===== config.mk =====
export PLATFORM = sky130hd
export DESIGN_NAME = state_controller
export DESIGN_NICKNAME = d
export VERILOG_FILES = /design/src/hdl/cpu_pkg.sv /design/src/hdl/state_controller.sv
export SDC_FILE = /design/constraint.sdc
export NUM_CORES = 1
export LEC_CHECK = 0
export BUFFER_PORTS_ARGS = -buffer_cell sky130_fd_sc_hd__buf_2
export CAP_MARGIN = 5
export CORE_AREA = 2 2 39 41
export CTS_CLUSTER_DIAMETER = 150
export DETAILED_ROUTE_END_ITERATION = 6
export DIE_AREA = 0 0 41 43
export SKIP_LAST_GASP = 1
export SLEW_MARGIN = 20
export SYNTH_ARGS = -nofsm -noshare
export SYNTH_HDL_FRONTEND = slang
export SYNTH_SLANG_ARGS = --single-unit
export TNS_END_PERCENT = 20

===== constraint.sdc =====
create_clock -name clk -period 1.9 [get_ports clk]
set_clock_uncertainty 0.15 [all_clocks]
set_input_delay 0.095 -clock clk [delete_from_list [all_inputs] [get_ports clk]]
set_output_delay 0.095 -clock clk [all_outputs]
set_load 0.02 [all_outputs]

===== src/hdl/cpu_pkg.sv =====
package cpu_pkg;

    localparam int xlen = 32;

    typedef logic [4:0] reg_addr_t;

    typedef enum logic [3:0] {
        op_add,
        op_sub,
        op_and,
        op_or,
        op_xor,
        op_sll,
        op_srl,
        op_addi,
        op_lui,
        op_lw,
        op_sw,
        op_beq,
        op_bne,
        op_jal,
        op_out,
        op_halt
    } opcode_t;

    // Immediate is sign-extended in decode
    typedef struct packed {
        opcode_t     opcode;
        reg_addr_t   rd;
        reg_addr_t   rs1;
        reg_addr_t   rs2;
        logic [12:0] imm;
    } instr_t;

    typedef enum logic [2:0] {
        alu_add,
        alu_sub,
        alu_and,
        alu_or,
        alu_xor,
        alu_sll,
        alu_srl
    } alu_op_t;

    typedef enum logic [1:0] {
        op1_rs1,
        op1_zero
    } op1_src_t;

    typedef enum logic [1:0] {
        op2_rs2,
        op2_imm,
        op2_upper_imm
    } op2_src_t;

    typedef enum logic [1:0] {
        pc_seq,
        pc_branch_zero,
        pc_branch_not_zero,
        pc_always
    } next_pc_src_t;

    typedef enum logic {
        wb_alu,
        wb_ram
    } wb_src_t;

    typedef struct packed {
        alu_op_t      alu_op;
        op1_src_t     op1_src;
        op2_src_t     op2_src;
        next_pc_src_t next_pc_src;
        wb_src_t      wb_src;
        logic         reg_write;
        logic         ram_write;
        logic         out_write;
        logic         halt;
    } ctrl_t;

    typedef struct packed {
        logic [xlen-1:0] pc;
        instr_t          instr;
    } if_id_t;

    typedef struct packed {
        logic [xlen-1:0] pc;
        logic [xlen-1:0] rs1_data;
        logic [xlen-1:0] rs2_data;
        logic [xlen-1:0] imm;
        reg_addr_t       rd;
        ctrl_t           ctrl;
    } id_ex_t;

    typedef struct packed {
        logic [xlen-1:0] pc;
        logic [xlen-1:0] rs1_data;
        logic [xlen-1:0] rs2_data;
        reg_addr_t       rd;
        logic [xlen-1:0] alu_result;
        logic            alu_zero;
        logic [xlen-1:0] branch_target;
        ctrl_t           ctrl;
    } ex_mem_t;

    typedef struct packed {
        logic            reg_write;
        reg_addr_t       rd;
        logic [xlen-1:0] data;
    } wb_t;

    typedef struct packed {
        logic fetch;
        logic decode;
        logic execute;
        logic memory;
        logic writeback;
    } stage_en_t;

endpackage


===== src/hdl/state_controller.sv =====
`timescale 1ns/1ps

module state_controller (
    input  logic               clk,
    input  logic               reset_n,
    input  logic               run,
    input  logic               halt_seen,
    output cpu_pkg::stage_en_t stage_en,
    output logic               pipe_clear,
    output logic               halted
);

    typedef enum logic [2:0] {
        st_idle,
        st_fetch,
        st_decode,
        st_execute,
        st_memory,
        st_writeback,
        st_stopped
    } state_t;

    state_t state;
    state_t state_next;

    always_comb begin
        state_next = state;
        case (state)
            st_idle:      state_next = st_fetch;
            st_fetch:     state_next = st_decode;
            st_decode:    state_next = st_execute;
            st_execute:   state_next = st_memory;
            st_memory:    state_next = st_writeback;
            st_writeback: state_next = halt_seen ? st_stopped : st_fetch;
            st_stopped:   state_next = st_stopped;
            default:      state_next = st_idle;
        endcase
        // Run low always parks the core
        if (!run) begin
            state_next = st_idle;
        end
    end

    always_ff @(posedge clk) begin
        if (!reset_n) begin
            state <= st_idle;
        end else begin
            state <= state_next;
        end
    end

    always_comb begin
        stage_en.fetch     = (state == st_fetch);
        stage_en.decode    = (state == st_decode);
        stage_en.execute   = (state == st_execute);
        stage_en.memory    = (state == st_memory);
        stage_en.writeback = (state == st_writeback);
    end

    assign pipe_clear = (state == st_idle);
    assign halted     = (state == st_stopped);

endmodule


Word level (Yosys, flattened, before mapping)
Index checks and enable logic that the tools add are counted.
{"block": "op_classes", "n_eq_ne": 6, "reduce_logical": 2, "mux": 2}
{"operator": "3-bit one-hot mux with 7 select lines", "count": 1}
{"operator": "3-bit equality test (second input constant)", "count": 3}
{"operator": "3-bit by 2-bit equality test with 1-bit output (second input constant)", "count": 2}
{"operator": "3-bit by 1-bit equality test with 1-bit output (second input constant)", "count": 1}
{"operator": "3-bit logical NOT", "count": 1}
{"operator": "3-bit 2-to-1 mux", "count": 1}
{"operator": "2-bit AND reduction", "count": 1}
{"block": "word_totals", "register_bits": 3}

Logic depth before layout (Yosys ltp)
{"block": "depth", "ltp_word": 2, "depth_mapped": 4, "ltp_nobuf": 3}

Least setup slack after synthesis
Ideal clock, no wire load.
{"block": "synth_timing", "kind": "reg-to-output", "from": "register state[0]", "to": "output port stage_en[0] (netlist name)", "slack_ns": 0.667, "path_buffers": 1, "path_stages_with_launch": 3, "arrival_ns": 0.988, "cell_sequence": "dfxtp_1 > clkbuf_2 > nor3b_1"}
{"element": "start, declared", "line_no": "state_controller.sv:23", "rtl": "state_t state;"}
{"element": "start signal, assigned", "line_no": "state_controller.sv:46", "rtl": "state <= st_idle;"}
{"element": "start signal, assigned", "line_no": "state_controller.sv:48", "rtl": "state <= state_next;"}
{"element": "end, declared", "line_no": "state_controller.sv:8", "rtl": "output cpu_pkg::stage_en_t stage_en,"}

==> impl_results.md <==
* Post-Syn Instances at 22
* Setup TNS at 0 ns
* CP max stage cell: dfxtp_1
* Routed Antenna Nets at 0
* Syn Area/Cell at 8.019 um^2
* Ant diodes at 0
* Num CTS Buffers at 3
* GP Congestion at 0.5993
* CP peak stage delay at 0.46 ns
* Number of global-route vias before repair at 169
* Vias at 190
* CTS max path bufs at 2
* Setup ws final at 0.5456 ns
* Unrepaired setup endpoints after global routing: false
* Grt total ovfl at 0
* Crit path launch type: register
* H-tree levels at 1
* Sequential fraction of the synthesis area at 34.04%
* Synth async-reset ratio at 0%
* Post-synth EDFFs at 0
* Post_cts resized at 0
* Met3 Usage GRT at 4.712%
* Root Buffer: clkbuf_4
* Final Hold Vio Count at 0
* Boundary Pins at 11
* Drt pass-1 iters at 2
* #FFs+latches synth at 3
* Final Cell Area at 272.8 um^2
* Core area at 0.001384 mm^2
* FP Rows at 14
* Die area at 0.001763 mm^2
* Largest family of logic cells by synthesized area: simple AND/OR/NAND/NOR gates
* Area leader, netlist: dfxtp_1
* Worst-Margin Slew at 0.2671 ns
* CP top delay family: flip-flops
* Clock Pin Slew Worst Setup and Hold Paths at 0.04 ns
* Fmax at 738.3 MHz
* Biggest regs: state: 3 flops
* DRT iter0 DRCs at 3
* Xor-xnor portion of the synthesized cell area at 0%
* Area grow syn2layout at 54.61%
* Fin. max-slew vios at 0
* Post-synth top area share at 34.04%
* Synth top cells by count: dfxtp_1, nand2b_1
* PD cells at 741.8 mW/mm^2
* Worst vdd ir at 0.1574 mV
* CTS tree: built
* Routed WL at 405 um
* Die H at 43 um
* Crit Path Class: reg2out
* Post-Synth Simple-Gate Area at 41.84%
* Crit-path cells: nand2b_1 > nor2_1 > buf_2
* Tot GR Track Use at 5.617%
* Layout cells sized above 1 at 42.86%
* Synthesized net count at 26
* Max-cap viol count at 0
* Die X at 41 um
* Setup violators final at 0
* WHS at 0.002111 ns
* Fin crit period at 1.354 ns
* Initial Utilization at 12.75%
* Synth Area in Compound Gates at 16.31%
* Hold Crit Class: in2reg
* Final worst-path cycle share at 71.29%
* Port Buffers at 10
* WP buf/inv at 1
* Worst Path Required at 1.65 ns
* Reg with most FFs: state
* Pleak at 0.1377 nW
* Hpwl dp at 308.9 um
* Crit path DAT at 1.11 ns
* Worst-path fanout max at 9
* Post-synth cell types at 13
* M1 GR Usage at 5.769%
* Clk_lat worst skew at 0.23 ns
* Top_reg_cell synth: dfxtp_1
* Largest net degree at the start of global routing at 10
* Met2 usage at 7.187%
* Post-CTS setup repair buffer count at 0
* Vias per cell at 3.725
* WL/cell at 7.941 um
* Post-DP Area at 236.5 um^2
* CTS Sinks at 3
* Mux share of post-synthesis cell area at 0%
* Mapped Area at 176.4 um^2
* Initial antenna violation count at 0
* Reg-to-reg critical path startpoint: state[2]
* DRC Markers at 0
* Slew HR at 82.17%
* Post-Synth Adder-Cell Area at 0%
* First-pass GRT wire length at 614 um
* Yosys warnings at 0
* Ranking of synthesized cells by area: dfxtp_1, nand2b_1, nor3b_1
* Hold Crit Start: reset_n
* Nets at 40
* CP endpoint kind: output pin
* GR peak layer: met2
* Critical path origin: state[1]
* Place WS at 0.7849 ns
* Run status: finished, final reports clean
* Fillcell total at 160
* Max reg flops at 3
==> power breakdown <==
part | internal (mW) | switching, mW
Combinational | 0.0113 | 0.0107
Sequential | 0.0654 | 0.00406
Clock | 0.0787 | 0.0323
Total | 0.155 | 0.0470
==> final cells by class <==
type	instances	area [um^2]	area share (%)
Multi-Input combinational cell	16	102.6	37.61
Sequential cell	3	60.06	22.02
Timing Repair Buffer	11	60.06	22.02
Clock buffer	4	26.28	9.633
Tap cell	16	20.02	7.339
Inverter	1	3.754	1.376
==> worst paths after layout <==
| check | endpoint | slack [ns] | depth (start not counted) |
|---|---|---|---|
| max | stage_en[3] | 0.55 | 3 |
| min | state[1] | 0.002 | 3 |
| max reg2reg | state[2] | 0.80 | 3 |
| min reg2reg | state[0] | 0.43 | 2 |
==> timing repair <==
| action | CTS | global route |
|---|---|---|
| hold endpoints to repair | 1 | 0 |
| endpoints found under the setup margin | 0 | 0 |
| hold buffers | 1 | 0 |
==> layout by cell type (no fill, tap or decap) <==
master,n
nand3b_1,1
nor3_1,2
nand2b_1,3
buf_2,10
nand2_1,1
o21ba_1,1
and3_4,1
a21oi_1,2
inv_2,1
dfxtp_1,3
clkbuf_1,1
a221oi_1,1
dlygate4sd3_1,1
nor3b_1,2
clkbuf_4,3
nor2_1,2
==> stage by stage <==
step                power [mW]  std cells  utilization (%)
detailed placement     0.09103         46            17.09
floorplan              0.08406         22                -
CTS                     0.2107         51            19.71
global placement       0.09126         46            17.09
global route            0.2171         51            19.71
finish                  0.2023         51            19.71
==> worst reg2reg max path: stages (launching register included) <==
cell	delay, ns
dfxtp_1	0.41
inv_2	0.08
and3_4	0.18
o21ba_1	0.17
==> layer usage <==
layer  vias up  part of all wire [%]  routed length (um)
met5         -                     0                   0
met4         0                     0                   0
met3         0                   9.9                  40
met2         7                    48                 193
met1        81                    42                 172
li1        102                     -                   -
==> cell families (layout without fill, tap and decap cells) <==
family,count (synthesis),after routing
and+or+nand+nor,12,12
AOI/OAI and AO/OA,4,4
DFF,3,3
buffers and inverters,3,16
Note: power is estimated with default switching activity, not from simulation.
