`src/hdl/cpu_pkg.sv`:
```
package cpu_pkg;

    localparam int xlen = 32;

    typedef logic [4:0] reg_addr_t;

    typedef enum logic [3:0] {
        op_add,
        op_sub,
        op_and,
        op_or,
        op_xor,
        op_sll,
        op_srl,
        op_addi,
        op_lui,
        op_lw,
        op_sw,
        op_beq,
        op_bne,
        op_jal,
        op_out,
        op_halt
    } opcode_t;

    // Immediate is sign-extended in decode
    typedef struct packed {
        opcode_t     opcode;
        reg_addr_t   rd;
        reg_addr_t   rs1;
        reg_addr_t   rs2;
        logic [12:0] imm;
    } instr_t;

    typedef enum logic [2:0] {
        alu_add,
        alu_sub,
        alu_and,
        alu_or,
        alu_xor,
        alu_sll,
        alu_srl
    } alu_op_t;

    typedef enum logic [1:0] {
        op1_rs1,
        op1_zero
    } op1_src_t;

    typedef enum logic [1:0] {
        op2_rs2,
        op2_imm,
        op2_upper_imm
    } op2_src_t;

    typedef enum logic [1:0] {
        pc_seq,
        pc_branch_zero,
        pc_branch_not_zero,
        pc_always
    } next_pc_src_t;

    typedef enum logic {
        wb_alu,
        wb_ram
    } wb_src_t;

    typedef struct packed {
        alu_op_t      alu_op;
        op1_src_t     op1_src;
        op2_src_t     op2_src;
        next_pc_src_t next_pc_src;
        wb_src_t      wb_src;
        logic         reg_write;
        logic         ram_write;
        logic         out_write;
        logic         halt;
    } ctrl_t;

    typedef struct packed {
        logic [xlen-1:0] pc;
        instr_t          instr;
    } if_id_t;

    typedef struct packed {
        logic [xlen-1:0] pc;
        logic [xlen-1:0] rs1_data;
        logic [xlen-1:0] rs2_data;
        logic [xlen-1:0] imm;
        reg_addr_t       rd;
        ctrl_t           ctrl;
    } id_ex_t;

    typedef struct packed {
        logic [xlen-1:0] pc;
        logic [xlen-1:0] rs1_data;
        logic [xlen-1:0] rs2_data;
        reg_addr_t       rd;
        logic [xlen-1:0] alu_result;
        logic            alu_zero;
        logic [xlen-1:0] branch_target;
        ctrl_t           ctrl;
    } ex_mem_t;

    typedef struct packed {
        logic            reg_write;
        reg_addr_t       rd;
        logic [xlen-1:0] data;
    } wb_t;

    typedef struct packed {
        logic fetch;
        logic decode;
        logic execute;
        logic memory;
        logic writeback;
    } stage_en_t;

endpackage

```
`src/hdl/memory_stage.sv`:
```
`timescale 1ns/1ps

module memory_stage #(
    parameter int ram_addr_width = 6
) (
    input  logic                      clk,
    input  logic                      reset_n,
    input  cpu_pkg::stage_en_t        stage_en,
    input  logic                      pipe_clear,
    input  cpu_pkg::ex_mem_t          ex_mem,
    output logic [cpu_pkg::xlen-1:0]  next_pc,
    output cpu_pkg::wb_t              wb,
    output logic                      out_valid,
    output logic [7:0]                out_data,
    output logic                      halt_seen
);

    logic [cpu_pkg::xlen-1:0] ram [2**ram_addr_width];
    logic [ram_addr_width-1:0] ram_addr;
    logic [cpu_pkg::xlen-1:0] ram_rdata;
    logic [cpu_pkg::xlen-1:0] pc_plus_one;
    logic [cpu_pkg::xlen-1:0] next_pc_sel;
    logic [cpu_pkg::xlen-1:0] wb_data;

    // Address wraps on the low bits
    assign ram_addr    = ex_mem.alu_result[ram_addr_width-1:0];
    assign ram_rdata   = ram[ram_addr];
    assign pc_plus_one = ex_mem.pc + 1'b1;

    always_ff @(posedge clk) begin
        if (!reset_n) begin
            for (int i = 0; i < 2**ram_addr_width; i++) begin
                ram[i] <= '0;
            end
        end else if (stage_en.memory && ex_mem.ctrl.ram_write) begin
            ram[ram_addr] <= ex_mem.rs2_data;
        end
    end

    always_comb begin
        case (ex_mem.ctrl.next_pc_src)
            cpu_pkg::pc_branch_zero:
                next_pc_sel = ex_mem.alu_zero ? ex_mem.branch_target : pc_plus_one;
            cpu_pkg::pc_branch_not_zero:
                next_pc_sel = ex_mem.alu_zero ? pc_plus_one : ex_mem.branch_target;
            cpu_pkg::pc_always: next_pc_sel = ex_mem.branch_target;
            default:            next_pc_sel = pc_plus_one;
        endcase
    end

    always_comb begin
        if (ex_mem.ctrl.next_pc_src == cpu_pkg::pc_always) begin
            // jal links the return address
            wb_data = pc_plus_one;
        end else if (ex_mem.ctrl.wb_src == cpu_pkg::wb_ram) begin
            wb_data = ram_rdata;
        end else begin
            wb_data = ex_mem.alu_result;
        end
    end

    assign out_valid = stage_en.memory && ex_mem.ctrl.out_write;
    assign out_data  = ex_mem.rs1_data[7:0];

    always_ff @(posedge clk) begin
        if (!reset_n || pipe_clear) begin
            next_pc   <= '0;
            wb        <= '0;
            halt_seen <= 1'b0;
        end else if (stage_en.memory) begin
            next_pc      <= next_pc_sel;
            wb.reg_write <= ex_mem.ctrl.reg_write;
            wb.rd        <= ex_mem.rd;
            wb.data      <= wb_data;
            if (ex_mem.ctrl.halt) begin
                halt_seen <= 1'b1;
            end
        end
    end

endmodule

```
`config.mk`:
```
export PLATFORM = sky130hd
export DESIGN_NAME = memory_stage
export DESIGN_NICKNAME = d
export VERILOG_FILES = /design/src/hdl/cpu_pkg.sv /design/src/hdl/memory_stage.sv
export SDC_FILE = /design/constraint.sdc
export NUM_CORES = 2
export LEC_CHECK = 0
export ABC_AREA = 1
export BUFFER_PORTS_ARGS = -buffer_cell sky130_fd_sc_hd__buf_4
export CAP_MARGIN = 30
export CELL_PAD_IN_SITES_DETAIL_PLACEMENT = 1
export CELL_PAD_IN_SITES_GLOBAL_PLACEMENT = 1
export CORE_MARGIN = 3
export CORE_UTILIZATION = 30
export DETAILED_ROUTE_END_ITERATION = 8
export PLACE_DENSITY = 0.61
export SLEW_MARGIN = 5
export SYNTH_ARGS = -nofsm -noshare
export SYNTH_HDL_FRONTEND = slang
export SYNTH_SLANG_ARGS = --single-unit
export TNS_END_PERCENT = 100
```
`constraint.sdc`:
```
create_clock -name clk -period 3.3 [get_ports clk]
set_input_delay 0.33 -clock clk [delete_from_list [all_inputs] [get_ports clk]]
set_output_delay 0.33 -clock clk [all_outputs]
set_load 0.02 [all_outputs]
```
### Word level (Yosys, flattened, before mapping)

Memories as Yosys holds them, arrays and structs flattened.
Cells that the tools add are included.

* logic and storage cells: 28
* memories: 1
* memory bits (writable): 2048
* bits of input ports: 188
* register bits: 71

* mux-type cells: 12
* reductions and logical operators: 6
* $add $sub $neg: 1
* eq/ne operators: 3

Memories
* ram: depth 64, width 32, rd ports 1, clocked after Yosys merged registers in 0, wr ports 64, RTL line memory_stage.sv:18 `logic [cpu_pkg::xlen-1:0] ram [2**ram_addr_width];`

Operator list (count)
* 32-bit 2-to-1 mux: 5
* 32-bit one-hot mux with 3 select lines: 1
* 32-bit by 1-bit adder with 32-bit output, second input constant: 1
* 32-bit OR reduction: 1
* 6-bit 2-to-1 mux: 1
* 1-bit 2-to-1 mux: 5
* 2-bit equality test, second input constant: 2
* 2-bit by 1-bit equality test with 1-bit output, second input constant: 1
* 1-bit logical AND: 2
* 2-bit AND reduction: 1
* 1-bit logical NOT: 1
* 1-bit logical OR: 1

### Logic depth before layout (Yosys ltp)

* word-level depth: 6
* mapped depth: 19

### Worst setup path before layout

OpenSTA, ideal clock, no wires.

* kind: input to register
* from: in ex_mem[47] in the netlist's numbering
* to: mem ram[11][0] in the netlist's numbering, enable pin
* stages on the path: 9
* path buffers: 5
* library setup time: 389 ps
* required time: 2911 ps
* slack: 491 ps
* arrival time: 2420 ps
* cell sequence: buf_2 inv_2 buf_4 buf_4 buf_2 nor4_4 nand2_1 buf_2 nand2_1

RTL lines
* from (decl): RTL line memory_stage.sv:10 `input cpu_pkg::ex_mem_t ex_mem,`
* to (decl): RTL line memory_stage.sv:18

### Worst setup path after layout

* from: in ex_mem[46] in the netlist's numbering
* to: reg next_pc[8] in the netlist's numbering

* cells in the longest elaborated chain, start to end: 2

Ends and longest elaborated chain
* 32-bit 2-to-1 mux (on tied branches): RTL line memory_stage.sv:45, memory_stage.sv:43
* 32-bit one-hot mux with 3 select lines *: RTL line memory_stage.sv:41 `case (ex_mem.ctrl.next_pc_src)`
* to (signal assigned): RTL line memory_stage.sv:71 `next_pc <= next_pc_sel;`
* to (decl): RTL line memory_stage.sv:11 `output logic [cpu_pkg::xlen-1:0] next_pc,`

Every way passes the cells marked *; elsewhere a longest branch is shown, timed or not.
A chain may end at the register's enable or synchronous reset.

==> out/metrics.yaml <==
worstPathRequired_ps: 4110
worstHoldStart: "ex_mem[107]"
numCtsBuffers: 241
peakVddDrop_v: 0.0004233
grt_antenna_before_repair: 25
grtUsageTotal: 0.2264
dieArea_sq_um: 337600
avgSynthCellArea_sq_um: 8.790
cts_htree_levels: 4
powerDensity_nw_per_um2: 545.7
min_delay_path_depth: 4
detail_route.wl_per_cell_um: 24.61
synth_edf_count: 2048
fin_nets: 11610
yosys.area_share.simple: 0.2809
rr_worst_depth: 15
grt_max_degree: 79
final_common_cell: "nand2_1"
coreArea_sq_um: 328200
status: "finished clean"
synth_top_family_by_area: "simple AND/OR/NAND/NOR gates"
cp-end-kind: "flip-flop"
syn_to_final_growth_pct: 17.16
clkLatencyLatePin_ps: 890
antenna_left: 0
synthXorXnorAreaFrac: 0.001236
tns_ps: 0
tightest_slew_ps: 1031
clock_sinks: 2119
skew_ps: 62.51
postCtsSetupRepairBufs: 0
viasPerCell: 5.045
synth_cell_types: 38
worstPathMaxFanout: 9
tritoncts: "done"
crit_type: "input port to flip-flop"
maxSlewViolCount: 0
hold_path_end: "ram[62][23]"
grt_pass1_wl_um: 568500
syn_area_sq_um: 99210
maxCapViolations: 0
fin_ws_ps: 182.1
p_leak_nw: 48.53
synth-adder-area-share: 0.0001261
grt_pass1_vias: 82030
holdWs_ps: 65.66
timing.rr.start: "ram[53][8]"
yosys_warnings: 0
io_pins: 268
yosys_most_used_dff: "edfxtp_1"
muxShareOfSynthArea: 0
die_y_um: 581.1
min_period_ps: 3118
via_count: 80620
hold_path.class: "input port to flip-flop"
wl_um: 393200
routabilityCongestion: 0.8818
hpwl_um: 244200
drive_above_1_share: 0.09269
die_width_um: 581.1
r2r_end: "wb[8]"
finalCritPeriodShare: 0.9448
relSlewSlack: 0.3054
reg2reg_slack_ps: 410
synthArstFlopShare: 0
fin_util: 0.3542
place_ws_ps: 94.02
io_buffers: 216
first_iter_violations: 7529
ys_ff_latch: 2119
max_freq_mhz: 320.7
hold_violations: 0
clk_pin_slew_worst_paths_ps: 70
mostFrequentLayoutCells: "4,866 x nand2_1, 2,231 x nor2_1, 2,048 x edfxtp_1, 539 x buf_4, 519 x a21oi_1"
dr.pass1.iters: 6
seq_area_frac_synth: 0.6342
drc: 0
root_buffer: "clkbuf_16"
startpoint_type: "input port"
num_rows: 210
overflow: 0
cts_buffer_depth: 4
start_util: 0.3023
setup_viol: 0
synth_compound_area_frac: 0.04157
rsz0062_at_grt: "false"
crit_arrival_ps: 3930
n_fill_cell: 37850
synthesis.nets: 11480
syn_inst: 11290
registers in the layout, summed over array words and instances, names as in the netlist:
name,count
halt_seen,1
next_pc,32
wb,38
ram,2048
per-layer routing:
metal	part of all wire	vias up	global-route usage
met5	0.000033	-	0
met2	0.47	2353	0.3673
li1	-	36580	-
met1	0.44	41150	0.3102
met3	0.060	527	0.02942
met4	0.038	2	0.07975
worst max path at each step:
stage                 from          to  slack, ps
2_1_floorplan   ex_mem[47]  ram[11][0]        490
3_3_place_gp    ex_mem[47]      wb[18]         60
3_5_place_dp    ex_mem[47]       wb[1]         90
4_1_cts        stage_en[1]  next_pc[8]        140
5_1_grt         ex_mem[46]  next_pc[8]        140
6_report        ex_mem[46]  next_pc[8]        180
synthesized netlist by cell type (6+ instances only):
master | instances | share of area
inv_2 | 36 | 0.0014
nand3_1 | 70 | 0.0035
buf_1 | 65 | 0.0025
inv_1 | 128 | 0.0048
nor2_1 | 2238 | 0.085
buf_2 | 130 | 0.0066
dfxtp_1 | 71 | 0.014
nand4_1 | 40 | 0.0025
clkbuf_1 | 671 | 0.025
o22ai_1 | 6 | 0.00038
or2_2 | 39 | 0.0025
o211ai_1 | 12 | 0.00091
edfxtp_1 | 2048 | 0.62
xor2_1 | 10 | 0.00088
nand2_1 | 4866 | 0.18
nor3_1 | 15 | 0.00076
a21oi_1 | 519 | 0.026
buf_4 | 15 | 0.0011
o21ai_0 | 248 | 0.013
nand3b_1 | 20 | 0.0015
stage by stage:
stage	total power [W]	instances	cell area [sq um]
global route	0.06558	15970	116200
detailed placement	0.03809	15420	107800
CTS	0.06390	15970	116200
global placement	0.03793	15420	107800
finish	0.06342	15980	116200
floorplan	0.03492	11290	99210
layout make-up:
| type | count | area, sq um | share of cell area |
|---|---|---|---|
| diodes | 13 | 32.53 | 0.0002799 |
| clock buffers | 286 | 6221 | 0.05352 |
| clock inverters | 154 | 1090 | 0.009376 |
| inverters | 168 | 700.7 | 0.006028 |
| multi-input cells | 8118 | 32190 | 0.2770 |
| flip-flops and latches | 2119 | 62920 | 0.5413 |
| well taps | 4346 | 5438 | 0.04678 |
| repair buffers | 775 | 7636 | 0.06570 |
where the power goes:
part / total [W] / leakage (nW) / switching, W / internal, W
combinational: 0.00649 / 24.9 / 0.00474 / 0.00175
sequential: 0.0312 / 20.0 / 0.000398 / 0.0308
clock: 0.0258 / 3.58 / 0.0114 / 0.0144
critical path, stage by stage:
cell           delay, ps
dlygate4sd3_1        550
buf_4                180
o21ai_1              550
o21ai_0              170
a41oi_1              210
dlygate4sd3_1        570
o211ai_1             100
dlygate4sd3_1        580
o211ai_1              80
dlygate4sd3_1        560
inv_1                 50
cell families after synthesis:
| kind of cell | after synthesis |
|---|---|
| compound gates | 805 |
| xor+xnor | 14 |
| fa+ha+maj | 1 |
| buf+inv | 1049 |
| flops | 2119 |
| simple gates | 7298 |
repair_timing:
item	in CTS	in global routing
hold endpoints to repair	95	0
hold buffers	111	0
endpoints found under the setup margin	0	1
resized for setup	0	1
Power figures use the tool's default switching activity.
