[src/hdl/cpu_pkg.sv]
package cpu_pkg;

    localparam int xlen = 32;

    typedef logic [4:0] reg_addr_t;

    typedef enum logic [3:0] {
        op_add,
        op_sub,
        op_and,
        op_or,
        op_xor,
        op_sll,
        op_srl,
        op_addi,
        op_lui,
        op_lw,
        op_sw,
        op_beq,
        op_bne,
        op_jal,
        op_out,
        op_halt
    } opcode_t;

    // Immediate is sign-extended in decode
    typedef struct packed {
        opcode_t     opcode;
        reg_addr_t   rd;
        reg_addr_t   rs1;
        reg_addr_t   rs2;
        logic [12:0] imm;
    } instr_t;

    typedef enum logic [2:0] {
        alu_add,
        alu_sub,
        alu_and,
        alu_or,
        alu_xor,
        alu_sll,
        alu_srl
    } alu_op_t;

    typedef enum logic [1:0] {
        op1_rs1,
        op1_zero
    } op1_src_t;

    typedef enum logic [1:0] {
        op2_rs2,
        op2_imm,
        op2_upper_imm
    } op2_src_t;

    typedef enum logic [1:0] {
        pc_seq,
        pc_branch_zero,
        pc_branch_not_zero,
        pc_always
    } next_pc_src_t;

    typedef enum logic {
        wb_alu,
        wb_ram
    } wb_src_t;

    typedef struct packed {
        alu_op_t      alu_op;
        op1_src_t     op1_src;
        op2_src_t     op2_src;
        next_pc_src_t next_pc_src;
        wb_src_t      wb_src;
        logic         reg_write;
        logic         ram_write;
        logic         out_write;
        logic         halt;
    } ctrl_t;

    typedef struct packed {
        logic [xlen-1:0] pc;
        instr_t          instr;
    } if_id_t;

    typedef struct packed {
        logic [xlen-1:0] pc;
        logic [xlen-1:0] rs1_data;
        logic [xlen-1:0] rs2_data;
        logic [xlen-1:0] imm;
        reg_addr_t       rd;
        ctrl_t           ctrl;
    } id_ex_t;

    typedef struct packed {
        logic [xlen-1:0] pc;
        logic [xlen-1:0] rs1_data;
        logic [xlen-1:0] rs2_data;
        reg_addr_t       rd;
        logic [xlen-1:0] alu_result;
        logic            alu_zero;
        logic [xlen-1:0] branch_target;
        ctrl_t           ctrl;
    } ex_mem_t;

    typedef struct packed {
        logic            reg_write;
        reg_addr_t       rd;
        logic [xlen-1:0] data;
    } wb_t;

    typedef struct packed {
        logic fetch;
        logic decode;
        logic execute;
        logic memory;
        logic writeback;
    } stage_en_t;

endpackage

[src/hdl/decode_stage.sv]
`timescale 1ns/1ps

module decode_stage (
    input  logic               clk,
    input  logic               reset_n,
    input  cpu_pkg::stage_en_t stage_en,
    input  logic               pipe_clear,
    input  cpu_pkg::if_id_t    if_id,
    input  cpu_pkg::wb_t       wb,
    output cpu_pkg::id_ex_t    id_ex
);

    cpu_pkg::ctrl_t           ctrl;
    logic [cpu_pkg::xlen-1:0] imm;
    logic [cpu_pkg::xlen-1:0] regs [32];
    logic [cpu_pkg::xlen-1:0] rs1_data;
    logic [cpu_pkg::xlen-1:0] rs2_data;

    assign imm = {{(cpu_pkg::xlen-13){if_id.instr.imm[12]}}, if_id.instr.imm};

    always_comb begin
        ctrl             = '0;
        ctrl.alu_op      = cpu_pkg::alu_add;
        ctrl.op1_src     = cpu_pkg::op1_rs1;
        ctrl.op2_src     = cpu_pkg::op2_rs2;
        ctrl.next_pc_src = cpu_pkg::pc_seq;
        ctrl.wb_src      = cpu_pkg::wb_alu;
        case (if_id.instr.opcode)
            cpu_pkg::op_add: ctrl.reg_write = 1'b1;
            cpu_pkg::op_sub: begin
                ctrl.alu_op    = cpu_pkg::alu_sub;
                ctrl.reg_write = 1'b1;
            end
            cpu_pkg::op_and: begin
                ctrl.alu_op    = cpu_pkg::alu_and;
                ctrl.reg_write = 1'b1;
            end
            cpu_pkg::op_or: begin
                ctrl.alu_op    = cpu_pkg::alu_or;
                ctrl.reg_write = 1'b1;
            end
            cpu_pkg::op_xor: begin
                ctrl.alu_op    = cpu_pkg::alu_xor;
                ctrl.reg_write = 1'b1;
            end
            cpu_pkg::op_sll: begin
                ctrl.alu_op    = cpu_pkg::alu_sll;
                ctrl.reg_write = 1'b1;
            end
            cpu_pkg::op_srl: begin
                ctrl.alu_op    = cpu_pkg::alu_srl;
                ctrl.reg_write = 1'b1;
            end
            cpu_pkg::op_addi: begin
                ctrl.op2_src   = cpu_pkg::op2_imm;
                ctrl.reg_write = 1'b1;
            end
            cpu_pkg::op_lui: begin
                ctrl.op1_src   = cpu_pkg::op1_zero;
                ctrl.op2_src   = cpu_pkg::op2_upper_imm;
                ctrl.reg_write = 1'b1;
            end
            cpu_pkg::op_lw: begin
                ctrl.op2_src   = cpu_pkg::op2_imm;
                ctrl.wb_src    = cpu_pkg::wb_ram;
                ctrl.reg_write = 1'b1;
            end
            cpu_pkg::op_sw: begin
                ctrl.op2_src   = cpu_pkg::op2_imm;
                ctrl.ram_write = 1'b1;
            end
            // Branches compare through a subtract
            cpu_pkg::op_beq: begin
                ctrl.alu_op      = cpu_pkg::alu_sub;
                ctrl.next_pc_src = cpu_pkg::pc_branch_zero;
            end
            cpu_pkg::op_bne: begin
                ctrl.alu_op      = cpu_pkg::alu_sub;
                ctrl.next_pc_src = cpu_pkg::pc_branch_not_zero;
            end
            cpu_pkg::op_jal: begin
                ctrl.next_pc_src = cpu_pkg::pc_always;
                ctrl.reg_write   = 1'b1;
            end
            cpu_pkg::op_out:  ctrl.out_write = 1'b1;
            cpu_pkg::op_halt: ctrl.halt      = 1'b1;
            default: ;
        endcase
    end

    // x0 never written and reads zero
    assign rs1_data = (if_id.instr.rs1 == '0) ? '0 : regs[if_id.instr.rs1];
    assign rs2_data = (if_id.instr.rs2 == '0) ? '0 : regs[if_id.instr.rs2];

    always_ff @(posedge clk) begin
        if (!reset_n) begin
            for (int i = 0; i < 32; i++) begin
                regs[i] <= '0;
            end
        end else if (stage_en.writeback && wb.reg_write && wb.rd != '0) begin
            regs[wb.rd] <= wb.data;
        end
    end

    always_ff @(posedge clk) begin
        if (!reset_n || pipe_clear) begin
            id_ex <= '0;
        end else if (stage_en.decode) begin
            id_ex.pc       <= if_id.pc;
            id_ex.rs1_data <= rs1_data;
            id_ex.rs2_data <= rs2_data;
            id_ex.imm      <= imm;
            id_ex.rd       <= if_id.instr.rd;
            id_ex.ctrl     <= ctrl;
        end
    end

endmodule

[config.mk]
export PLATFORM = sky130hd
export DESIGN_NAME = decode_stage
export DESIGN_NICKNAME = d
export VERILOG_FILES = /design/src/hdl/cpu_pkg.sv /design/src/hdl/decode_stage.sv
export SDC_FILE = /design/constraint.sdc
export NUM_CORES = 2
export LEC_CHECK = 0
export BUFFER_PORTS_ARGS = -buffer_cell sky130_fd_sc_hd__clkbuf_2
export CAP_MARGIN = 20
export CORE_ASPECT_RATIO = 1.1
export CORE_MARGIN = 2
export CORE_UTILIZATION = 62
export CTS_CLUSTER_DIAMETER = 200
export CTS_CLUSTER_SIZE = 30
export DETAILED_ROUTE_END_ITERATION = 6
export PLACE_DENSITY = 0.8
export SYNTH_ARGS = -nofsm -noshare
export SYNTH_HDL_FRONTEND = slang
export SYNTH_SLANG_ARGS = --single-unit
[constraint.sdc]
create_clock -name clk -period 4.2 [get_ports clk]
set_input_delay 0.42 -clock clk [delete_from_list [all_inputs] [get_ports clk]]
set_output_delay 0.42 -clock clk [all_outputs]
set_load 0.05 [all_outputs]
Word level (Yosys, flattened, before mapping)
Memory sizes are Yosys's and may differ from the RTL's. Cells that the tools add are included.

Equal/unequal tests: 15. Multiplexer cells: 18. Reductions and logical operators: 12.

Operators with widths (count): 32-bit two-way mux (3); 4-bit == test (second input constant) (8); 32-bit OR reduction (1); 3-bit case mux with 6 select lines (1); 4-bit by 3-bit == test with 1-bit output (second input constant) (4); 1-bit two-way mux (11); 11-bit OR reduction (1); 5-bit logical NOT (2); 4-bit by 2-bit == test with 1-bit output (second input constant) (2); 2-bit case mux with 3 select lines (1); 3-bit OR reduction (2); 5-bit two-way mux (1); 5-bit nonzero test (1); 4-bit by 1-bit == test with 1-bit output (second input constant) (1); 4-bit logical NOT (1); 2-bit case mux with 2 select lines (1); 1-bit logical AND (2); 1-bit logical NOT (1); 1-bit logical OR (1).

Bits in registers: 128. Bits in writable memories: 1024. Input port bits: 110. Output and inout port bits: 147. Word-level logic and storage cells: 60. Memories: 1.

Memories: regs (words 32, width 32, read ports 2, clocked after memory_dff 0, write ports 32, line decode_stage.sv:15) `logic [cpu_pkg::xlen-1:0] regs [32];`.

Longest topological paths before layout
Depth after elaboration: 7. Depth in mapped cells: 8. Mapped depth without buffers: 4.

Least setup slack after synthesis
Ideal clock, no wire load.

Kind: input to register. Start: in reset_n. End: mem regs[25][0] (netlist name), enable pin. Setup time: 0.466 ns. Data arrival time: 3.450 ns. Slack: 0.284 ns. Stages on the path: 5. Buffers on the path: 2. Cell sequence: buf_2 -> and3_2 -> nand3b_1 -> buf_2 -> o21ai_0.

RTL lines: start: declaration (line decode_stage.sv:5) `input logic reset_n,`; end: declaration (line decode_stage.sv:15).

==> reports/metrics.yaml <==
floorplan:
  dieArea_um2: 98200
  io_pins: 257
  coreArea_um2: 94500
  rows: 118
  die_x_um: 299
  dieHeight_um: 328
  start_util_pct: 62.8
timing:
  final.setup_skew_ps: 49.3
  finalSetupViolations: 0
  min_period_over_period_pct: 60.1
  period_minus_slack_ps: 2520
  hold_violations: 0
  fmaxAchievable_mhz: 396
  setup_tns_ps: 0
  drv_slew: 0
  rsz0062_at_grt: "no"
  maxSlewHeadroom_pct: 18.8
  worstMarginPinSlew_ps: 1220
job:
  cap_violations: 0
cts:
  cts_tree: "done"
  postCtsHoldBufs: 30
  ctsResizeCount: 0
  postCtsSetupRepairBufs: 0
  htreeDepth: 2
  cts_num_sinks: 1151
  cts_buffers: 44
  root_buffer: "clkbuf_16"
  clk_pin_slew_ps: 110
  clockBufferDepth: 3
  clk_latency_ps: 670
global_route:
  antenna_found_initial: 13
  grt_pass1_vias: 38431
  grt_pass1_wl_mm: 255
  grt_max_degree: 83
  grt.overflow.total: 0
  grt_usage_pct: 36.1
cells_and_area:
  area_delta_synth_final_pct: 7.17
  nFillCells: 6454
  final_nets: 4296
  mostFrequentLayoutCell: "edfxtp_1"
  drive_gt1_share_pct: 21.5
  fin_util_pct: 67.3
  most-common-layout-cells: "edfxtp_1, and2_1, mux2i_1, mux4_2, clkbuf_2"
detailed_routing:
  drcViolationCount: 0
  top_layer_used: "met5"
  first_iter_violations: 5410
  vias: 38342
  drt-met1-wl_mm: 60.6
  route.met2.wl_mm: 84.1
  wl_per_cell_um: 32.5
  wirelength_mm: 178
  wl_met3_mm: 25.3
  dr.pass1.iters: 6
  antenna_left: 0
  vias_per_cell: 7.00
setup_path:
  crit_cells: 6
  critical_path_class: "primary input to flip-flop"
  slowest_delay_ps: 730
  crit_path_cell_trace: "buf_4, and3_2, nand3b_1, buf_4, o21ai_4, buf_4"
  crit_buf_inv: 3
  worst_path_max_delay_cell: "o21ai_4"
  end_kind: "flip-flop"
  crit_family: "buffers and inverters"
  timing.rr.start: "regs[31][5]$_SDFFCE_PN0P_"
  critPathLaunchType: "primary input"
  cp-startpoint: "reset_n"
  path_max_fanout: 15
  cp.required_ps: 4540
  rr_worst_depth: 4
  crit_arrival_ps: 2870
  path_common_cell: "buf_4"
yosys:
  synth_cells: 4144
  ys_seq_area_share_pct: 56.1
  synth_seq_cells: 1151
  avgSynthCellArea_um2: 14.3
  synth_async_sr_flop_share_pct: 0
  synth.distinct_cells: 44
  syn_area_um2: 59300
  ys.flop_type: "edfxtp_1"
  yosysWarnings: 0
  synth_edf_count: 1024
power_and_ir_drop:
  p_leak_nw: 22.8
  power_per_cell_area_nw_per_um2: 345
  irDropWorstVdd_mv: 0.294
placement:
  place_hpwl_mm: 110
  portBuffers: 252
  place_congestion: 0.913
run_status:
  status: "completed"
min_path:
  worst_hold_startpoint: "if_id[63]"
  min_path_cells: 3
  hold_path_class: "primary input to flip-flop"
[kinds of logic (layout without fill, tap and decap cells)]
logic type	count (synthesis)	in the layout	synth area share, %
flip-flops	1151	1151	56.1
AO/OA/AOI/OAI	460	460	5.90
buffers and inverters	469	511	3.67
XOR/XNOR	1	1	0.0148
multiplexers	785	785	21.3
other	1	36	0.00632
AND/OR/NAND/NOR	1277	1277	12.9
[state kept, by name, indices dropped and copies added (netlist names)]
signal,count
id_ex,127
regs,1024
[final timing paths]
kind / slack [ps] / endpoint
setup / recovery: 1680 / regs[21][14]$_SDFFCE_PN0P_
hold / removal: 20 / id_ex[146]$_SDFFE_PP0P_
setup reg to reg: 2180 / id_ex[88]$_SDFFE_PP0P_
hold reg to reg: 470 / id_ex[9]$_SDFFE_PP0P_
[synthesized netlist by cell type, drive strengths merged, types with 34 or more instances]
master	number	area share [%]
and2	996	11
clkbuf	295	1.9
mux2i	401	6.8
buf	169	1.8
dfxtp	127	4.3
a32oi	65	0.96
nor2b	43	0.45
nand2	44	0.28
a211oi	36	0.46
mux4	384	15
edfxtp	1024	52
o211a	34	0.57
o31ai	34	0.43
nor2	82	0.58
o21ai	53	0.45
a21oi	46	0.39
nand3	73	0.62
a22oi	68	0.86
a22o	60	0.89
[power by group]
part	switching, mW	internal [mW]
clock network	3.47	2.07
registers	0.338	13.0
logic	1.86	1.16
total	5.66	16.3
[worst register-to-register path, stage by stage, from the launching register on]
cell and delay, ps:
edfxtp_1 400, mux4_2 470, mux2i_1 520, nand2_1 260, a31o_1 270
[routing by layer]
layer / up-vias / track usage (%)
li1: 15718 / -
met2: 2891 / 57.7
met4: 18 / 14.8
met5: - / 0
met3: 536 / 11.4
met1: 19179 / 46.2
[cell type report]
class	instances	area [um^2]	share of cell area (%)
Multi-Input combinational cell	2556	24400	38.4
Tap cell	1260	1580	2.48
Timing Repair Buffer	428	3020	4.74
Antenna cell	3	7.51	0.0118
Inverter	5	18.8	0.0295
Clock buffer	77	1250	1.96
Clock inverter	1	20.0	0.0315
Sequential cell	1151	33300	52.4
[stage by stage]
step	power (mW)	hold slack (ps)	cells	cell area, um^2	setup slack, ps
after floorplan	15.5	567	4176	59400	284
after global placement	16.4	450	5367	61900	1130
after detailed placement	16.5	460	5367	61900	1080
after CTS	21.8	0.961	5475	63500	1770
after global routing	22.4	6.75	5481	63600	1610
final	21.9	17.1	5481	63600	1680
Power figures use the tool's default switching activity.
