### config.mk
export PLATFORM = sky130hd
export DESIGN_NAME = execute_stage
export DESIGN_NICKNAME = d
export VERILOG_FILES = /design/src/hdl/cpu_pkg.sv /design/src/hdl/alu.sv /design/src/hdl/execute_stage.sv
export SDC_FILE = /design/constraint.sdc
export NUM_CORES = 1
export LEC_CHECK = 0
export BUFFER_PORTS_ARGS = -buffer_cell sky130_fd_sc_hd__buf_2
export CAP_MARGIN = 20
export CORE_ASPECT_RATIO = 2
export CORE_MARGIN = 3
export CORE_UTILIZATION = 48
export DETAILED_ROUTE_END_ITERATION = 10
export GPL_TIMING_DRIVEN = 0
export HOLD_SLACK_MARGIN = 0.1
export PLACE_DENSITY = 0.71
export SLEW_MARGIN = 25
export SYNTH_ARGS = -nofsm -noshare
export SYNTH_HDL_FRONTEND = slang
export SYNTH_SLANG_ARGS = --single-unit
### constraint.sdc
create_clock -name clk -period 7.75 [get_ports clk]
set_input_delay 1.55 -clock clk [delete_from_list [all_inputs] [get_ports clk]]
set_output_delay 1.55 -clock clk [all_outputs]
set_load 0.02 [all_outputs]
### src/hdl/cpu_pkg.sv
package cpu_pkg;

    localparam int xlen = 32;

    typedef logic [4:0] reg_addr_t;

    typedef enum logic [3:0] {
        op_add,
        op_sub,
        op_and,
        op_or,
        op_xor,
        op_sll,
        op_srl,
        op_addi,
        op_lui,
        op_lw,
        op_sw,
        op_beq,
        op_bne,
        op_jal,
        op_out,
        op_halt
    } opcode_t;

    // Immediate is sign-extended in decode
    typedef struct packed {
        opcode_t     opcode;
        reg_addr_t   rd;
        reg_addr_t   rs1;
        reg_addr_t   rs2;
        logic [12:0] imm;
    } instr_t;

    typedef enum logic [2:0] {
        alu_add,
        alu_sub,
        alu_and,
        alu_or,
        alu_xor,
        alu_sll,
        alu_srl
    } alu_op_t;

    typedef enum logic [1:0] {
        op1_rs1,
        op1_zero
    } op1_src_t;

    typedef enum logic [1:0] {
        op2_rs2,
        op2_imm,
        op2_upper_imm
    } op2_src_t;

    typedef enum logic [1:0] {
        pc_seq,
        pc_branch_zero,
        pc_branch_not_zero,
        pc_always
    } next_pc_src_t;

    typedef enum logic {
        wb_alu,
        wb_ram
    } wb_src_t;

    typedef struct packed {
        alu_op_t      alu_op;
        op1_src_t     op1_src;
        op2_src_t     op2_src;
        next_pc_src_t next_pc_src;
        wb_src_t      wb_src;
        logic         reg_write;
        logic         ram_write;
        logic         out_write;
        logic         halt;
    } ctrl_t;

    typedef struct packed {
        logic [xlen-1:0] pc;
        instr_t          instr;
    } if_id_t;

    typedef struct packed {
        logic [xlen-1:0] pc;
        logic [xlen-1:0] rs1_data;
        logic [xlen-1:0] rs2_data;
        logic [xlen-1:0] imm;
        reg_addr_t       rd;
        ctrl_t           ctrl;
    } id_ex_t;

    typedef struct packed {
        logic [xlen-1:0] pc;
        logic [xlen-1:0] rs1_data;
        logic [xlen-1:0] rs2_data;
        reg_addr_t       rd;
        logic [xlen-1:0] alu_result;
        logic            alu_zero;
        logic [xlen-1:0] branch_target;
        ctrl_t           ctrl;
    } ex_mem_t;

    typedef struct packed {
        logic            reg_write;
        reg_addr_t       rd;
        logic [xlen-1:0] data;
    } wb_t;

    typedef struct packed {
        logic fetch;
        logic decode;
        logic execute;
        logic memory;
        logic writeback;
    } stage_en_t;

endpackage

### src/hdl/alu.sv
`timescale 1ns/1ps

module alu (
    input  cpu_pkg::alu_op_t          op,
    input  logic [cpu_pkg::xlen-1:0]  a,
    input  logic [cpu_pkg::xlen-1:0]  b,
    output logic [cpu_pkg::xlen-1:0]  result,
    output logic                      zero
);

    always_comb begin
        case (op)
            cpu_pkg::alu_add: result = a + b;
            cpu_pkg::alu_sub: result = a - b;
            cpu_pkg::alu_and: result = a & b;
            cpu_pkg::alu_or:  result = a | b;
            cpu_pkg::alu_xor: result = a ^ b;
            // Shift amount from the low five bits only
            cpu_pkg::alu_sll: result = a << b[4:0];
            cpu_pkg::alu_srl: result = a >> b[4:0];
            default:          result = '0;
        endcase
    end

    assign zero = (result == '0);

endmodule

### src/hdl/execute_stage.sv
`timescale 1ns/1ps

module execute_stage (
    input  logic               clk,
    input  logic               reset_n,
    input  cpu_pkg::stage_en_t stage_en,
    input  logic               pipe_clear,
    input  cpu_pkg::id_ex_t    id_ex,
    output cpu_pkg::ex_mem_t   ex_mem
);

    logic [cpu_pkg::xlen-1:0] op1;
    logic [cpu_pkg::xlen-1:0] op2;
    logic [cpu_pkg::xlen-1:0] alu_result;
    logic                     alu_zero;
    logic [cpu_pkg::xlen-1:0] branch_target;

    assign op1 = (id_ex.ctrl.op1_src == cpu_pkg::op1_zero) ? '0 : id_ex.rs1_data;

    always_comb begin
        case (id_ex.ctrl.op2_src)
            cpu_pkg::op2_rs2:       op2 = id_ex.rs2_data;
            cpu_pkg::op2_imm:       op2 = id_ex.imm;
            cpu_pkg::op2_upper_imm: op2 = id_ex.imm << 12;
            default:                op2 = '0;
        endcase
    end

    alu alu_inst (
        .op     (id_ex.ctrl.alu_op),
        .a      (op1),
        .b      (op2),
        .result (alu_result),
        .zero   (alu_zero)
    );

    // PC counts words so the offset adds directly
    assign branch_target = id_ex.pc + id_ex.imm;

    always_ff @(posedge clk) begin
        if (!reset_n || pipe_clear) begin
            ex_mem <= '0;
        end else if (stage_en.execute) begin
            ex_mem.pc            <= id_ex.pc;
            ex_mem.rs1_data      <= id_ex.rs1_data;
            ex_mem.rs2_data      <= id_ex.rs2_data;
            ex_mem.rd            <= id_ex.rd;
            ex_mem.alu_result    <= alu_result;
            ex_mem.alu_zero      <= alu_zero;
            ex_mem.branch_target <= branch_target;
            ex_mem.ctrl          <= id_ex.ctrl;
        end
    end

endmodule

==> summary.md, run 1 <==
The tools report the worst setup slack before clock tree synthesis as -1.15 ns. Summed over all instances, the cell type with the most area after synthesis is dfxtp_1. The logs give 25,600 for the number of global-route vias before repair and 0 for the number of hold buffers added after CTS. The most used flip-flop cell after synthesis is dfxtp_1.

The number of warning messages in the yosys log is 0, and the total global routing overflow is 365. The first global-routing pass estimated 199,000 um of wire. Summing every instance area after synthesis gives 17,200 um2. The run ended at global routing (5_1_grt). The register bit count reported by yosys is 180. For this run, the register share of the synthesized area comes to 21.0%.

The commonest cells after synthesis are 317 x nor2_1, 215 x nand2_1, 203 x mux2i_1. Counting flops with a built-in enable in the synthesized netlist gives 0. Of all flip-flops after synthesis, the portion carrying an async set or reset was 0%.

The tool reported: "[ERROR GRT-0116] Global routing finished with congestion. Check the congestion regions in the DRC Viewer". The cell sitting at the root of the clock tree is a clkbuf_16. The most frequently used cell type in the post-synthesis netlist is nor2_1. Across every metal layer, demand over resource in global routing totals 67.6%. The run stopped with a tool error.

After floorplanning, the core was divided into 97 placement rows. The final HPWL from detailed placement was 90,000 um; the post-synthesis net count was 2,600. Once the floorplan was initialized, standard cells occupied 48.8% of the core.

Synthesis handed over a netlist of 2,314 instances. Yosys attributes the largest share of cell area to dfxtp_1 21%, mux2i_1 12%, ha_1 9.4%. After synthesis, the mean cell area works out to 7.43 um2. Pin placement for this block handled 335 I/O pins. In this run the deepest clock path goes through 2 buffers. The routability-driven placement congestion ratio is 1.36, and the die extent in x is 140 um. CTS saw 180 sinks. For the number of buffers inserted during clock tree synthesis, the log shows 17.

The distinct cell type count after synthesis came out at 87. The die span in y is 274 um, and the largest net degree at the start of global routing is 21. The deepest level of the CTS H-tree was 4; the top-area cell type share of the netlist area was 21.0%.

In this run the tool buffered the top-level ports with 329 buffer cells.
repair_timing:
action	4_1_cts
setup endpoints to repair	5
resized for setup	11
buffers inserted	1
cloned	0
pin swaps	1
kinds of logic after synthesis:
logic type	count (synthesis)	synth area share, %
simple gates	767	19.6
compound gates	678	26.4
buf+inv	263	6.46
mux	217	13.0
flops	180	21.0
fa+ha+maj	131	9.62
xor+xnor	78	3.97
per-stage QoR:
step / setup TNS [ns] / cells / cell area [um2] / hold slack, ns / utilization [%]
CTS: 0 / 3128 / 20100 / 0.458 / 57.1
detailed placement: -6.06 / 3095 / 19500 / 0.447 / 55.3
global placement: -4.95 / 3088 / 19400 / 0.439 / 55.1
floorplan: 0 / 2314 / 17200 / 0.520 / -
routing by layer:
| metal | GRT usage [%] | overflow |
|---|---|---|
| met1 | 64.5 | 0 |
| met2 | 90.3 | 206 |
| met3 | 46.9 | 2 |
| met4 | 69.1 | 155 |
| met5 | 16.8 | 2 |
==> run 2: changes to the inputs <==
--- a/config.mk
+++ b/config.mk
@@ -7,13 +7,11 @@
 export LEC_CHECK = 0
 export BUFFER_PORTS_ARGS = -buffer_cell sky130_fd_sc_hd__buf_2
 export CAP_MARGIN = 20
-export CORE_ASPECT_RATIO = 2
 export CORE_MARGIN = 3
-export CORE_UTILIZATION = 48
+export CORE_UTILIZATION = 33
 export DETAILED_ROUTE_END_ITERATION = 10
 export GPL_TIMING_DRIVEN = 0
-export HOLD_SLACK_MARGIN = 0.1
-export PLACE_DENSITY = 0.71
+export PLACE_DENSITY_LB_ADDON = 0.15
 export SLEW_MARGIN = 25
 export SYNTH_ARGS = -nofsm -noshare
 export SYNTH_HDL_FRONTEND = slang
==> run 2 against run 1 <==
Synthesized cell count unchanged; the run now ends clean; area after synthesis did not move.
==> summary.md, run 2 <==
The run finished with clean final reports. The clock slew at the register clock pins of the worst setup and hold paths was 0.08 ns. The end point of the most critical hold path is ex_mem[77]$_SDFFE_PP0P_.

The logs give 0 for the number of DRC violations after detailed routing and 180 for the number of clock sinks. The first-pass GRT wire length was 158,000 um. The I/O pin total was 335; the fraction of layout instances using a drive strength above 1 was 18.4%.

The setup skew after layout was 0 ns; the worst slew slack as a fraction of its limit was 21.8%. The logs give 94,500 um for the final HPWL from detailed placement and 6 for the number of optimization iterations in the first detailed-route pass. The combinational fraction of design power was 45.9%. For the worst setup path, the data arrival time is 8.15 ns. The largest stage delay on the critical path was 0.59 ns; the largest vdd supply drop was 167 uV. The path class of the tightest hold or removal check is reg2reg.

The area of the core region was 51,400 um2; the initial DRC count was 2,360. The maximum buffer depth of the clock tree is 2, and the number of buffer and inverter stages on the critical path is 8. From left edge to right edge, the die measures 234 um. At the end of routability-driven placement, the weighted congestion stood at 1.08. The number of global-route vias before repair is 20,600, and the post-synthesis instance area is 17,200 um2.

The worst hold path begins at ex_mem[77]$_SDFFE_PP0P_. STA classifies the critical path endpoint as a flop. In the finished design, the share of the clock period the worst path needs comes to 99.6%. Dividing the synthesized area by the synthesized cell count gives 7.43 um2.

The logs give 17 for the number of buffers inserted during clock tree synthesis and 83 for the standard-cell row count. TritonCTS built the clock tree. In the synthesized netlist, the cells that appear most often are 317 x nor2_1, 215 x nand2_1, 203 x mux2i_1.

After synthesis, flip-flops and latches occupy 21.0% of the total area. Leaving out fill and tap cells, the most frequent cell in the layout is buf_2. STA classifies the critical path startpoint as an input pin. The worst path needs 7.72 ns of the cycle, external delays included.

The sequential share of power came out at 27.1%. Leaving out fill and tap cells, the most frequent cells in the layout are 366 x buf_2, 314 x nor2_1, 215 x nand2_1, 201 x mux2i_1, 180 x dfxtp_1. The area of the die is 54,900 um2.

The total global routing overflow is 0. The tools report the number of pins exceeding their max-slew limit in the final report as 0. The top register by number of flip-flops is ex_mem. At the later pin of the worst-skew pair, clock insertion delay measures 0.47 ns. In this run the static leakage power is 9.26 nW.

From bottom edge to top edge, the die measures 234 um. The cell sitting at the root of the clock tree is a clkbuf_16. The worst setup slack before clock tree synthesis came out at -1.40 ns. The final layout contains routed wiring with a total length of 115,000 um. The detail-routed via count per cell came out at 6.38. For this configuration, the core starts out at a cell density of 33.4%. Synthesis produced 2,314 cells.

Measured in cells, the most critical reg-to-reg path has a length of 2. The run gives 0 as the number of hold buffers added after CTS. Along the worst path, the maximum fanout reaches 13.

The register with the most flip-flops in the layout has 180 of them. In this run the remaining antenna-violating nets after routing total 0. In this run, synthesis inferred 0 flip-flops with an integrated enable.

The cell family contributing the most delay on the critical path was simple AND/OR/NAND/NOR gates. The largest net degree at the start of global routing is 21, and the number of instances on the worst hold path is 2. Across all layers, the routed design uses 21,400 vias. Setup violations remaining at the end of the flow were counted as 0.

Cell internal power was estimated by the tool at 1.96 mW. Port buffering added 329 buffers. The peak clock frequency supported by timing was 130 MHz. The deepest level of the CTS H-tree was 4; the number of warning messages in the yosys log was 0. Critical register-to-register path endpoint: ex_mem[45]$_SDFFE_PP0P_. The tools report the distinct cell type count after synthesis as 87.

Counting the fill cells in the layout gives 5,468. The detailed-route wire length per cell came out at 34.1 um. Classification of the worst setup path: in2reg. The share of synthesized area in the top cell type comes to 21.0%. The total count of hold-check failures in the final report was 0. For the pin with the worst max-slew slack, the measured transition is 1.17 ns. The register bit count reported by yosys is 180. From synthesis to final layout, the design area changed by 19.4%. For the number of antenna violations at the first check in global routing, the log shows 11. For the setup TNS after final layout, the log shows 0 ns.

The global router's overall resource usage was 40.7%. The tools report the minimum setup slack among reg-to-reg paths as 6.94 ns. The number of nets in the layout came out at 2,946. Among all flip-flop cells after synthesis, the most frequent one is dfxtp_1.

Summed over all instances, the cell type with the most area after synthesis is dfxtp_1. The largest individual stage delay along the critical path comes from the cell or4_1. The run gives 2,600 as the post-synthesis net count.

The async set or reset register ratio after synthesis was 0%. Max-cap violations in this run came to 0. The switching power total was 1.66 mW; the power per unit of standard cell area was 176 nW/um2.

In the final layout, the registers with the most flip-flops are ex_mem: 180 flops. The startpoint identified for the worst register-to-register timing path is ex_mem[45]$_SDFFE_PP0P_. The most frequently used cell type in the post-synthesis netlist was nor2_1. The clock network burns 26.9% of the power. Yosys attributes the largest share of cell area to dfxtp_1 21%, mux2i_1 12%, ha_1 9.4%. The setup slack after layout is 0.0282 ns, and the required arrival time at the worst endpoint is 8.18 ns. The tools report the worst-case hold slack as 0.467 ns. In this run switching power makes up 46.0% of total power.
==> run 2: kinds of logic (layout without fill, tap and decap cells) <==
group / Yosys count / after routing / synth area share [%]
AND/OR/NAND/NOR: 767 / 767 / 19.6
other: 0 / 5 / 0
AO/OA/AOI/OAI: 678 / 678 / 26.4
flip-flops: 180 / 180 / 21.0
XOR/XNOR: 78 / 78 / 3.97
adder cells (fa/ha/maj): 131 / 131 / 9.62
buffers and inverters: 263 / 622 / 6.46
multiplexers: 217 / 217 / 13.0
==> run 2: final cells by class <==
type / instances / area (um2) / area share, %
well taps: 680 / 851 / 4.15
multi-input cells: 1871 / 12600 / 61.3
flip-flops and latches: 180 / 3600 / 17.6
clock inverters: 15 / 231 / 1.13
diodes: 5 / 12.5 / 0.0610
repair buffers: 335 / 1690 / 8.24
clock buffers: 17 / 425 / 2.07
inverters: 101 / 379 / 1.85
plain buffers: 154 / 743 / 3.62
==> run 2: what timing repair did <==
item	in CTS	in global routing
pin swaps	2	2
endpoints found under the hold margin	0	0
resized for setup	14	22
endpoints found under the setup margin	10	2
buffers inserted	2	2
==> run 2: how the worst max path moves through the flow <==
stage	startpoint	to	slack [ns]	cells after the start
final	id_ex[7]	ex_mem[46]$_SDFFE_PP0P_	0.03	29
after global routing	id_ex[7]	ex_mem[46]$_SDFFE_PP0P_	-0.04	29
after CTS	id_ex[7]	ex_mem[46]$_SDFFE_PP0P_	0.05	28
after detailed placement	id_ex[7]	ex_mem[46]$_SDFFE_PP0P_	-1.40	28
after global placement	id_ex[7]	ex_mem[46]$_SDFFE_PP0P_	-1.42	28
after floorplan	id_ex[7]	ex_mem[46]$_SDFFE_PP0P_	1.32	24
==> run 2: worst register-to-register path, cell delays in order, from the launching register on <==
cell	delay, ns
dfxtp_1	0.36
mux2i_1	0.08
nor4_1	0.28
==> run 2: through the flow <==
stage | instance area, um2 | util [%] | instances | power [mW]
finish | 20500 | 39.9 | 3358 | 3.62
global route | 20500 | 39.9 | 3353 | 3.73
global placement | 19700 | 38.3 | 3323 | 2.57
detailed placement | 19700 | 38.4 | 3325 | 2.57
floorplan | 17200 | - | 2314 | 1.92
CTS | 20400 | 39.8 | 3354 | 3.55
==> run 2: per-layer routing <==
layer  vias to the layer above  GRT usage (%)  wire, um
met4                        10           17.3      5670
met1                     10600           52.7     46800
li1                       9205              -         -
met3                       271           12.5     12500
met2                      1337           62.4     49600
met5                         -              0        90
==> run 2: power by group through the flow <==
stage / combinational, mW / clock [mW] / sequential (mW)
6_report: 1.66 / 0.975 / 0.981
3_3_place_gp: 1.57 / 0 / 1.00
5_1_grt: 1.73 / 1.02 / 0.984
2_1_floorplan: 0.869 / 0 / 1.05
4_1_cts: 1.58 / 0.984 / 0.980
3_5_place_dp: 1.57 / 0 / 1.00
Power figures use the tool's default switching activity.
